[src/program.hex]
// One 32-bit instruction word per line, word address 0 to 15.
00000013
00100093
00200113
002081b3
40208233
0041a2b3
00a00313
00131393
0063c433
00846493
00c4f513
00550863
fff50513
00b52023
00052583
fc5ff06f

[src/verilog/fetch_cfg_pkg.sv]
package fetch_cfg_pkg;

  // Byte address width.
  localparam int ADDR_WIDTH = 32;

  // Instruction memory size in words.
  localparam int MEM_WORDS = 16;

  // Fetch addresses wrap modulo this.
  localparam int MEM_BYTES = MEM_WORDS * 4;

  // Cycles from accepted request to response.
  localparam int IMEM_LATENCY = 2;

  localparam string PROGRAM_FILE = "/design/src/program.hex";

  typedef logic [ADDR_WIDTH-1:0] addr_t;

endpackage : fetch_cfg_pkg

[src/verilog/isa_pkg.sv]
package isa_pkg;

  // Raw 32-bit instruction word.
  typedef logic [31:0] instruction_t;

  // Memory access size. Fetch only ever uses WORD.
  typedef enum logic [1:0] {
    BYTE = 2'b00,
    HALF = 2'b01,
    WORD = 2'b10
  } access_size_t;

  // One fetched instruction with its address.
  typedef struct packed {
    fetch_cfg_pkg::addr_t pc;
    instruction_t         instr;
  } fetch_pkt_t;

endpackage : isa_pkg

[src/verilog/fetch_ifs.sv]
`timescale 1ns/1ps

// Instruction memory request and response.
interface imem_if;

  import fetch_cfg_pkg::*;
  import isa_pkg::*;

  logic         req_valid;
  addr_t        req_addr;
  access_size_t req_size;
  logic         rsp_valid;
  instruction_t rsp_instr;

  modport ctrl (
    output req_valid,
    output req_addr,
    output req_size,
    input  rsp_valid,
    input  rsp_instr
  );

  modport mem (
    input  req_valid,
    input  req_addr,
    input  req_size,
    output rsp_valid,
    output rsp_instr
  );

endinterface : imem_if

// PC control strobes and current fetch address.
interface pc_ctrl_if;

  import fetch_cfg_pkg::*;

  logic  advance;
  logic  capture;
  logic  sel_jump;
  logic  redirect;
  addr_t pc;

  modport ctrl (
    output advance,
    output capture,
    output sel_jump,
    output redirect,
    input  pc
  );

  modport unit (
    input  advance,
    input  capture,
    input  sel_jump,
    input  redirect,
    output pc
  );

endinterface : pc_ctrl_if

[src/verilog/fetch_ctrl.sv]
`timescale 1ns/1ps

module fetch_ctrl (
  input  logic                clk_i,
  input  logic                rst_i,
  input  logic                mem_busy_i,
  input  logic                dec_stall_i,
  input  logic                branch_taken_i,
  input  logic                jump_i,
  imem_if.ctrl                mem,
  pc_ctrl_if.ctrl             pc,
  output logic                out_load_o,
  output logic                out_clear_o,
  output isa_pkg::fetch_pkt_t out_pkt_o
);

  import fetch_cfg_pkg::*;
  import isa_pkg::*;

  typedef enum logic [2:0] {
    IDLE  = 3'b000,
    REQ   = 3'b001,
    WAIT  = 3'b010,
    FLUSH = 3'b011,
    STALL = 3'b100
  } state_t;

  state_t state_q;
  state_t state_d;
  logic   issue;
  logic   req_valid_q;
  addr_t  req_addr_q;
  logic   redirect_d;
  logic   redirect_q;
  logic   held_q;
  logic   redir_req;
  logic   out_blocked;

  assign redir_req = branch_taken_i | jump_i;

  // Decode still holds an unaccepted packet.
  assign out_blocked = held_q & dec_stall_i;

  always_comb begin
    state_d    = state_q;
    issue      = 1'b0;
    redirect_d = 1'b0;
    out_load_o = 1'b0;
    pc.capture = 1'b0;
    case (state_q)
      IDLE: begin
        state_d = REQ;
      end
      REQ: begin
        // Nothing in flight, redirect goes out next cycle.
        if (redir_req) begin
          pc.capture = 1'b1;
          redirect_d = 1'b1;
        end else if (!redirect_q && !mem_busy_i && !out_blocked) begin
          issue   = 1'b1;
          state_d = WAIT;
        end
      end
      WAIT: begin
        if (redir_req) begin
          pc.capture = 1'b1;
          if (mem.rsp_valid) begin
            // Response arrives with the redirect, drop it now.
            redirect_d = 1'b1;
            state_d    = REQ;
          end else begin
            state_d = FLUSH;
          end
        end else if (mem.rsp_valid) begin
          out_load_o = 1'b1;
          state_d    = dec_stall_i ? STALL : REQ;
        end
      end
      FLUSH: begin
        if (redir_req) begin
          pc.capture = 1'b1;
        end
        if (mem.rsp_valid) begin
          redirect_d = 1'b1;
          state_d    = REQ;
        end
      end
      STALL: begin
        if (!dec_stall_i) begin
          state_d = REQ;
        end
      end
      default: begin
        state_d = IDLE;
      end
    endcase
  end

  // Clear on acceptance unless a new packet lands.
  assign out_clear_o = held_q & ~dec_stall_i & ~out_load_o;
  assign out_pkt_o   = '{pc: req_addr_q, instr: mem.rsp_instr};

  assign pc.advance  = out_load_o;
  assign pc.sel_jump = jump_i & ~branch_taken_i;
  assign pc.redirect = redirect_q;

  assign mem.req_valid = req_valid_q;
  assign mem.req_addr  = req_addr_q;
  assign mem.req_size  = WORD;

  always_ff @(posedge clk_i) begin
    if (!rst_i) begin
      state_q     <= IDLE;
      req_valid_q <= 1'b0;
      redirect_q  <= 1'b0;
      held_q      <= 1'b0;
    end else begin
      state_q     <= state_d;
      req_valid_q <= issue;
      redirect_q  <= redirect_d;
      if (out_load_o) begin
        held_q <= 1'b1;
      end else if (out_clear_o) begin
        held_q <= 1'b0;
      end
    end
  end

  always_ff @(posedge clk_i) begin
    if (issue) begin
      req_addr_q <= pc.pc;
    end
  end

endmodule : fetch_ctrl

[src/verilog/fetch_out_reg.sv]
`timescale 1ns/1ps

module fetch_out_reg (
  input  logic                clk_i,
  input  logic                rst_i,
  input  logic                load_i,
  input  logic                clear_i,
  input  isa_pkg::fetch_pkt_t pkt_i,
  output logic                valid_o,
  output isa_pkg::fetch_pkt_t pkt_o
);

  always_ff @(posedge clk_i) begin
    if (!rst_i) begin
      valid_o <= 1'b0;
    end else if (load_i) begin
      valid_o <= 1'b1;
    end else if (clear_i) begin
      valid_o <= 1'b0;
    end
  end

  // Packet holds until the next load, stable through stalls.
  always_ff @(posedge clk_i) begin
    if (load_i) begin
      pkt_o <= pkt_i;
    end
  end

endmodule : fetch_out_reg

[src/verilog/fetch_top.sv]
`timescale 1ns/1ps

module fetch_top (
  input  logic                  clk_i,
  input  logic                  rst_i,
  input  logic                  mem_busy_i,
  input  logic                  dec_stall_i,
  input  logic                  branch_taken_i,
  input  logic                  jump_i,
  input  fetch_cfg_pkg::addr_t  branch_target_i,
  input  fetch_cfg_pkg::addr_t  jump_addr_i,
  output logic                  dec_valid_o,
  output fetch_cfg_pkg::addr_t  dec_pc_o,
  output isa_pkg::instruction_t dec_instr_o
);

  import isa_pkg::*;

  imem_if    mem_bus ();
  pc_ctrl_if pc_ctrl ();

  logic       out_load;
  logic       out_clear;
  fetch_pkt_t out_pkt;
  fetch_pkt_t dec_pkt;

  fetch_ctrl i_fetch_ctrl (
    .clk_i          (clk_i),
    .rst_i          (rst_i),
    .mem_busy_i     (mem_busy_i),
    .dec_stall_i    (dec_stall_i),
    .branch_taken_i (branch_taken_i),
    .jump_i         (jump_i),
    .mem            (mem_bus.ctrl),
    .pc             (pc_ctrl.ctrl),
    .out_load_o     (out_load),
    .out_clear_o    (out_clear),
    .out_pkt_o      (out_pkt)
  );

  pc_unit i_pc_unit (
    .clk_i           (clk_i),
    .rst_i           (rst_i),
    .branch_target_i (branch_target_i),
    .jump_addr_i     (jump_addr_i),
    .ctl             (pc_ctrl.unit)
  );

  imem i_imem (
    .clk_i (clk_i),
    .rst_i (rst_i),
    .bus   (mem_bus.mem)
  );

  fetch_out_reg i_fetch_out_reg (
    .clk_i   (clk_i),
    .rst_i   (rst_i),
    .load_i  (out_load),
    .clear_i (out_clear),
    .pkt_i   (out_pkt),
    .valid_o (dec_valid_o),
    .pkt_o   (dec_pkt)
  );

  assign dec_pc_o    = dec_pkt.pc;
  assign dec_instr_o = dec_pkt.instr;

endmodule : fetch_top

[src/verilog/imem.sv]
`timescale 1ns/1ps

module imem (
  input  logic clk_i,
  input  logic rst_i,
  imem_if.mem  bus
);

  import fetch_cfg_pkg::*;
  import isa_pkg::*;

  instruction_t                 rom    [MEM_WORDS];
  instruction_t                 data_q [IMEM_LATENCY];
  logic [IMEM_LATENCY-1:0]      vld_q;
  logic [$clog2(MEM_WORDS)-1:0] rd_idx;
  logic                         accept;

  initial begin
    $readmemh(PROGRAM_FILE, rom);
  end

  // Word index from the byte address.
  assign rd_idx = bus.req_addr[$clog2(MEM_WORDS)+1:2];

  // Only word reads are served.
  assign accept = bus.req_valid & (bus.req_size == WORD);

  always_ff @(posedge clk_i) begin
    if (!rst_i) begin
      vld_q <= '0;
    end else begin
      vld_q[0] <= accept;
      for (int i = 1; i < IMEM_LATENCY; i++) begin
        vld_q[i] <= vld_q[i-1];
      end
    end
  end

  always_ff @(posedge clk_i) begin
    data_q[0] <= rom[rd_idx];
    for (int i = 1; i < IMEM_LATENCY; i++) begin
      data_q[i] <= data_q[i-1];
    end
  end

  assign bus.rsp_valid = vld_q[IMEM_LATENCY-1];
  assign bus.rsp_instr = data_q[IMEM_LATENCY-1];

endmodule : imem

[src/verilog/pc_unit.sv]
`timescale 1ns/1ps

module pc_unit (
  input  logic                 clk_i,
  input  logic                 rst_i,
  input  fetch_cfg_pkg::addr_t branch_target_i,
  input  fetch_cfg_pkg::addr_t jump_addr_i,
  pc_ctrl_if.unit              ctl
);

  import fetch_cfg_pkg::*;

  addr_t pc_q;
  addr_t pc_next;
  addr_t target_q;

  // Next word, wrapping at the end of memory.
  assign pc_next = (pc_q + addr_t'(4)) % addr_t'(MEM_BYTES);

  always_ff @(posedge clk_i) begin
    if (!rst_i) begin
      pc_q <= '0;
    end else if (ctl.redirect) begin
      pc_q <= target_q;
    end else if (ctl.advance) begin
      pc_q <= pc_next;
    end
  end

  // Pending redirect target.
  always_ff @(posedge clk_i) begin
    if (ctl.capture) begin
      target_q <= ctl.sel_jump ? jump_addr_i : branch_target_i;
    end
  end

  assign ctl.pc = pc_q;

endmodule : pc_unit
[config.mk]
export PLATFORM = sky130hd
export DESIGN_NAME = fetch_top
export DESIGN_NICKNAME = d
export VERILOG_FILES = /design/src/verilog/fetch_cfg_pkg.sv /design/src/verilog/isa_pkg.sv /design/src/verilog/fetch_ifs.sv /design/src/verilog/fetch_ctrl.sv /design/src/verilog/fetch_out_reg.sv /design/src/verilog/fetch_top.sv /design/src/verilog/imem.sv /design/src/verilog/pc_unit.sv
export SDC_FILE = /design/constraint.sdc
export NUM_CORES = 1
export LEC_CHECK = 0
export BUFFER_PORTS_ARGS = -buffer_cell sky130_fd_sc_hd__buf_2
export CAP_MARGIN = 40
export CORE_UTILIZATION = 50
export DETAILED_ROUTE_END_ITERATION = 7
export PLACE_DENSITY_LB_ADDON = 0.12
export SYNTH_ARGS = -nofsm -noshare
export SYNTH_HDL_FRONTEND = slang
export SYNTH_SLANG_ARGS = --single-unit
[constraint.sdc]
create_clock -name clk_i -period 10.18 [get_ports clk_i]
set_input_delay 2.036 -clock clk_i [delete_from_list [all_inputs] [get_ports clk_i]]
set_output_delay 2.036 -clock clk_i [all_outputs]
set_load 0.005 [all_outputs]
Word-level counts from Yosys, hierarchy flattened
Memories as Yosys holds them, arrays and structs flattened. A register that Yosys moved wholly into a read port is not among the register bits.
Index checks and enable logic that the tools add are counted.

storage, ports and cells
  bits in registers = 136
  memory bits (writable) = 64
  memories kept = 1

memories
  name           depth  bits a word  rd ports  clocked after Yosys merged registers in  write ports  line        source
  i_imem.data_q  2      32           2         1                                        2            imem.sv:13  instruction_t data_q [IMEM_LATENCY];

cells by class
  add/subtract/negate cells = 1
  equality and inequality tests = 9
  mux-type cells = 24
  bitwise gates (word level) = 8
  reductions and logical operators = 10

operators with widths
  kind                   count
  $mux W32               3
  $mux W3                7
  $pmux W3 S5            1
  $mux W1                11
  $add A6 B3 Y6 const B  1
  $eq A3 B2 Y1 const B   2
  $reduce_and A5 Y1      1
  $and A1 B1 Y1          4
  $ne A2 B1 Y1 const B   2
  $ne A2 B2 Y1 const B   2
  $reduce_bool A2 Y1     2
  $eq A3 B1 Y1 const B   1
  $eq A3 B3 Y1 const B   1
  $logic_not A1 Y1       3
  $logic_not A3 Y1       1
  $ne A3 B1 Y1 const B   1
  $not A1 Y1             3
  $pmux W1 S3            1
  $reduce_or A3 Y1       1
  $logic_and A1 B1 Y1    2
  $mux W2                1
  $or A1 B1 Y1           1

Depth between registers and ports, before layout
Gate-level depths: netlist of the first run.

  depth after elaboration = 7
  mapped depth = 6
  mapped depth without buffers = 4

By module
From an unflattened synthesis of the first run, not the netlist that was laid out.

second synthesis, totals
  cell total of the unflattened synthesis = 452
  area, all modules = 6,755.2 sq um

modules (own cells, without submodules)
  module         times used  cells an instance  area an instance (sq um)  sequential area each (sq um)
  pc_unit        1           213                2,738.9                   1,601.5
  fetch_out_reg  1           67                 1,963.1                   1,941.9
  fetch_ctrl     1           135                1,752.9                   1,081.0
  imem           1           37                 300.3                     40.0

Worst setup path after synthesis of the first run
OpenSTA, ideal clock, no wires.

  path kind = input-to-reg
  start point = in jump_i
  end point = reg i_fetch_out_reg.pkt_o[32] (netlist bit) (enable)
  arrival = 4.199 ns
  data required time = 9.759 ns
  slack = 5.560 ns
  stages on the path = 4
  path through = or4_4 > buf_6 > clkbuf_1 > nor2_1

on the way
  word-level cells in the longest chain between the ends = 3

ends and longest elaborated chain
  what                         line                 source
  start, declared              fetch_top.sv:9       input logic jump_i,
  $or A1 B1 Y1                 fetch_ctrl.sv:39     assign redir_req = branch_taken_i | jump_i;
  $mux W1                      fetch_ctrl.sv:65     if (redir_req) begin
  $mux W1                      fetch_ctrl.sv:50     case (state_q)
  net i_fetch_ctrl.out_load_o  fetch_ctrl.sv:12     output logic out_load_o,
  end signal, assigned         fetch_out_reg.sv:26  pkt_o <= pkt_i;
  end, declared                fetch_out_reg.sv:10  output isa_pkg::fetch_pkt_t pkt_o

The timed path passes the listed nets, and every way through them passes these cells.
A chain may end at the register's enable or synchronous reset.

Worst setup path in the final report of the first run
  start point = in jump_i
  end point = reg i_fetch_out_reg.pkt_o[63] (netlist bit) (enable)

Same word-level chain as after synthesis.

==> impl_metrics.tcl, run 1 <==
set metrics [dict create \
    critPathKind "in -> reg" \
    finClkSkew_ps 5.77 \
    clk_pin_slew_ps 50 \
    powerDensity_nw_per_um2 210 \
    clock-sinks 136 \
    grt_setup_unrepaired "false" \
    syn_to_final_growth_pct 22.3 \
    critical_path_arrival_ps 3640 \
    slowest_stage "nor2_4" \
    ff2ff_setup_slack_ps 7860 \
    cp.required_ps 10310 \
    grt_pass1_wl_microns 13800 \
    grt_max_degree 39 \
    nets 530 \
    root_buffer "clkbuf_8" \
    die_h_microns 104 \
    finalSetupTns_ps 0 \
    power_uw 1340 \
    critPathLaunchType "primary input" \
    gr-usage-all-layers_pct 16.9 \
    crit_chain "buf_2 > or4_4 > nor2_4" \
    synth-seq-cells 136 \
    critPathTopFamily "simple AND/OR/NAND/NOR gates" \
    leakagePower_uw 0.00240 \
    synthArstFlopShare_pct 0 \
    rr_worst_depth 2 \
    die_w_microns 104 \
    hold_start "i_fetch_ctrl.mem.req_addr[28]" \
    period_needed_ps 3500 \
    portBuffers 102 \
    finalSetupViolCount 0 \
    crit_path_end_kind "flip-flop" \
    gp_congestion 0.780 \
    dieArea_sq_um 10900 \
    vias 2940 \
    cts_resized 0 \
    grt_pass1_vias 2741 \
    io_pins 135 \
    diodes 0 \
    slew_headroom_pct 42.2 \
    synth.avg_cell_area_sq_um 14.6 \
    vias_per_cell 4.87 \
    clockBufferDepth 2 \
    yosysWarnings 0 \
    layout_common_cells "102 x buf_2, 96 x edfxtp_1, 40 x dfxtp_1, 32 x conb_1, 30 x mux2_2" \
    hold_class "reg -> reg" \
    crit_cells 3 \
    status "finished, final reports clean" \
    cts_buffers 17 \
    min_to "i_fetch_out_reg.pkt_o[60]" \
    syn_area_sq_um 5230 \
    drive_above_1_share_pct 36.1 \
    yosys.cell_types.count 37 \
    drc 0 \
    r2r_end "i_fetch_out_reg.pkt_o[63]" \
    ys_seq_area_share_pct 70.4 \
    period_share_pct 34.4 \
    first_pass_iters 4 \
    finalHoldViolations 0 \
    max_stage_delay_ps 740 \
    first_iter_violations 160 \
    worstPathMaxFanout 36 \
    final_common_cell "buf_2" \
    max-vdd-ir-drop_v 0.000108 \
    cp_num_buf_inv 1 \
    floorplan.initialDensity_pct 52.5 \
    insertion_delay_ps 510 \
    holdBufCountCts 0 \
    ant_nets 0 \
    worst_slew_pin_slew_ps 865 \
    avgRoutedWirePerCell_microns 14.2 \
    syn_inst 358 \
    antenna_found_initial 0 \
    r2r-start "i_fetch_ctrl.state_q[2]" \
    htreeDepth 4 \
    dp_hpwl_microns 5410 \
    row_count 36 \
    cp-startpoint "jump_i" \
    gr-total-overflow 0 \
    synth_ff_type "edfxtp_1" \
    synth_edf_count 96 \
    wirelength_microns 8600 \
    slew_viol_final 0 \
    max_freq_mhz 285 \
    post_cts_buffers 0 \
    cts_tree "yes" \
    whs_path_depth 0 \
    core-area_sq_um 9950 \
    max_cap_viol_count 0 \
]
synth_stat cells, types with 4 or more instances:
| cell type | number | area share, % |
|---|---|---|
| nor2_1 | 5 | 0.36 |
| o21ai_0 | 4 | 0.38 |
| nand2b_1 | 6 | 0.72 |
| buf_4 | 32 | 4.6 |
| edfxtp_1 | 96 | 55 |
| a21boi_0 | 26 | 3.7 |
| clkbuf_1 | 17 | 1.2 |
| buf_1 | 5 | 0.36 |
| mux2_2 | 30 | 6.5 |
| dfxtp_1 | 40 | 15 |
| nand2_1 | 28 | 2.0 |
| o211ai_1 | 26 | 3.7 |
power breakdown:
part | internal [uW] | total (uW) | switching [uW] | leakage [uW]
registers | 618 | 629 | 10.7 | 0.00122
logic | 30.8 | 65.5 | 34.7 | 0.000875
clock network | 433 | 649 | 216 | 0.000304
per-layer routing:
metal	track usage (%)	wire length (microns)	part of all wire (%)	vias to the layer above
li1	-	-	-	1467
met1	23.4	4130	48	1349
met2	25.0	3970	46	116
met3	4.70	416	4.8	8
met4	7.04	82	0.95	0
met5	0	0	0	-
layout make-up:
| type | instances | area (sq um) |
|---|---|---|
| multi-input combinational | 195 | 1340 |
| clock inverter | 12 | 199 |
| sequential | 136 | 3680 |
| clock buffer | 19 | 442 |
| fill | 743 | 3560 |
| tap | 133 | 166 |
| inverter | 3 | 11.3 |
| timing repair buffer | 106 | 553 |
state kept, by name, indices dropped and copies added (netlist names):
signal,cells
i_fetch_ctrl.mem.req_addr,32
i_fetch_out_reg.valid_o,1
i_imem.vld_q,2
i_fetch_out_reg.pkt_o,32
i_pc_unit.target_q,32
i_pc_unit.ctl.pc,32
i_fetch_ctrl.state_q,3
i_fetch_ctrl.pc.redirect,1
i_fetch_ctrl.mem.req_valid,1
worst max path at each step:
| stage | end | slack [ps] |
|---|---|---|
| 5_1_grt | i_fetch_out_reg.pkt_o[50] | 6590 |
| 2_1_floorplan | i_fetch_out_reg.pkt_o[32] | 5560 |
| 4_1_cts | i_fetch_out_reg.pkt_o[63] | 6680 |
| 6_report | i_fetch_out_reg.pkt_o[63] | 6680 |
| 3_5_place_dp | i_fetch_out_reg.pkt_o[51] | 6140 |
| 3_3_place_gp | i_fetch_out_reg.pkt_o[46] | 6180 |
kinds of logic after synthesis:
logic type / after synthesis / synth area share (%)
flops: 136 / 70.4
compound gates: 70 / 9.76
buf+inv: 58 / 6.60
simple gates: 58 / 5.62
mux: 34 / 7.27
fa+ha+maj: 1 / 0.239
other cells: 1 / 0.0717
through the flow:
stage	utilization (%)	area [sq um]	setup WS [ps]	cells	hold slack, ps
2_1_floorplan	-	5350	5560	389	400
3_3_place_gp	57.6	5730	6180	572	402
3_5_place_dp	57.8	5750	6140	573	405
4_1_cts	64.2	6390	6680	604	416
5_1_grt	64.2	6390	6590	604	421
6_report	64.2	6390	6680	604	416
Power figures use the tool's default switching activity.
==> run 2: changes to the inputs <==
==> constraint.sdc (replaced) <==
create_clock -name clk_i -period 3.45 [get_ports clk_i]
set_input_delay 0.69 -clock clk_i [delete_from_list [all_inputs] [get_ports clk_i]]
set_output_delay 0.69 -clock clk_i [all_outputs]
set_load 0.005 [all_outputs]
==> run 2 against run 1 <==
Effect of this change: clock skew rose by 0.72 ps; hold slack barely moved; non-clock buffer count did not move; sequential share of layout area rose by 0.58 points; setup slack got worse by 5300 ps; via count rose by 1.5%; register-to-register slack got worse by 6500 ps; critical path type is now reg -> reg; critical endpoint is now i_fetch_out_reg.pkt_o[34].
==> impl_metrics.tcl, run 2 (synthesized netlist as in run 1, its figures left out) <==
set metrics [dict create \
    status "finished, final reports clean" \
    diodes 0 \
    avgRoutedWirePerCell_microns 14.4 \
    drive_above_1_share_pct 36.0 \
    crit_chain "or4_4 > nor2_4 > buf_4" \
    htreeDepth 4 \
    grt_pass1_vias 2821 \
    slew_viol_final 0 \
    intPower_uw 3020 \
    row_count 36 \
    gr-usage-all-layers_pct 17.4 \
    insertion_delay_ps 510 \
    crit_path_end_kind "flip-flop" \
    gp_congestion 0.797 \
    crit_cells 3 \
    layout_common_cells "102 x buf_2, 96 x edfxtp_1, 40 x dfxtp_1, 32 x conb_1, 30 x mux2_2" \
    clk_pin_slew_ps 60 \
    vias 2983 \
    max_freq_mhz 474 \
    core-area_sq_um 9950 \
    slowest_stage "or4_4" \
    holdBufCountCts 0 \
    grt_max_degree 39 \
    critPathLaunchType "flip-flop" \
    wirelength_microns 8730 \
    antenna_found_initial 0 \
    gr-total-overflow 0 \
    final_common_cell "buf_2" \
    max-vdd-ir-drop_v 0.000360 \
    r2r-start "i_fetch_ctrl.state_q[2]" \
    cp_num_buf_inv 1 \
    ant_nets 0 \
    die_h_microns 104 \
    portBuffers 102 \
    finalHoldViolations 0 \
    cp.required_ps 3620 \
    powerDensity_nw_per_um2 599 \
    first_iter_violations 134 \
    r2r_end "i_fetch_out_reg.pkt_o[34]" \
    floorplan.initialDensity_pct 52.5 \
    io_pins 135 \
    critPathTopFamily "simple AND/OR/NAND/NOR gates" \
    whs_ps 416 \
    seq_power_share_pct 49.0 \
    period_needed_ps 2110 \
    combPwrFrac_pct 4.9 \
    finalSetupTns_ps 0 \
    leakagePower_uw 0.00237 \
    finalSetupViolCount 0 \
    clock-sinks 136 \
    hold_class "reg -> reg" \
    rr_worst_depth 3 \
    power_frac_clock_pct 46.0 \
    worstPathMaxFanout 36 \
    critPathKind "reg -> reg" \
    finClkSkew_ps 6.49 \
    slew_headroom_pct 40.3 \
    ff2ff_setup_slack_ps 1340 \
    vias_per_cell 4.93 \
    critical_path_arrival_ps 2280 \
    cp-startpoint "i_fetch_ctrl.state_q[2]" \
    die_w_microns 104 \
    max_stage_delay_ps 780 \
    syn_to_final_growth_pct 21.1 \
    max_cap_viol_count 0 \
    hold_start "i_fetch_ctrl.mem.req_addr[5]" \
    worst_slew_pin_slew_ps 894 \
    root_buffer "clkbuf_8" \
    grt_pass1_wl_microns 14300 \
    dp_hpwl_microns 5650 \
    p_sw_uw 771 \
    cts_tree "yes" \
    drc 0 \
    swShare_pct 20.3 \
    grt_setup_unrepaired "false" \
    nets 530 \
    cts_buffers 17 \
    dieArea_sq_um 10900 \
    post_cts_buffers 0 \
    crit_end "i_fetch_out_reg.pkt_o[34]" \
    cts_resized 0 \
    clockBufferDepth 2 \
    first_pass_iters 4 \
    period_share_pct 61.2 \
]
## run 2: how the worst min path moves through the flow
stage	endpoint	slack, ps	cells past startpoint
after detailed placement	i_fetch_out_reg.pkt_o[37]	400	0
after CTS	i_fetch_out_reg.pkt_o[50]	420	0
after global placement	i_fetch_out_reg.pkt_o[56]	400	0
final	i_fetch_out_reg.pkt_o[37]	420	0
after floorplan	i_fetch_out_reg.pkt_o[32]	400	0
after global routing	i_fetch_out_reg.pkt_o[38]	420	0
## run 2: power groups by stage
stage / clock (uW) / combinational, uW / sequential [uW]
3_3_place_gp: 0 / 183 / 1890
2_1_floorplan: 0 / 151 / 1880
4_1_cts: 1770 / 190 / 1860
6_report: 1740 / 188 / 1860
5_1_grt: 1850 / 212 / 1860
3_5_place_dp: 0 / 187 / 1890
## run 2: routing by layer
layer	up-vias	global-route usage, %	part of all wire, %
met3	11	5.26	5.5
met4	0	7.04	1.1
met1	1378	23.9	48
met2	128	25.7	45
li1	1466	-	-
met5	-	0	0
## run 2: through the flow
stage / cells / worst slack (ps) / total power, uW / instance area, sq um / util, %
after global routing: 605 / 1240 / 3930 / 6330 / 63.6
after CTS: 605 / 1360 / 3820 / 6330 / 63.6
final: 605 / 1340 / 3790 / 6330 / 63.6
after global placement: 573 / 1030 / 2070 / 5740 / 57.7
after floorplan: 389 / 176 / 2030 / 5350 / -
after detailed placement: 573 / 999 / 2080 / 5740 / 57.7
## run 2: area by class of cell
class	instances	area, sq um
Multi-Input combinational cell	195	1340
Clock inverter	10	115
Fill cell	796	3620
Timing Repair Buffer	106	541
Clock buffer	22	474
Sequential cell	136	3680
Inverter	3	11.3
Tap cell	133	166
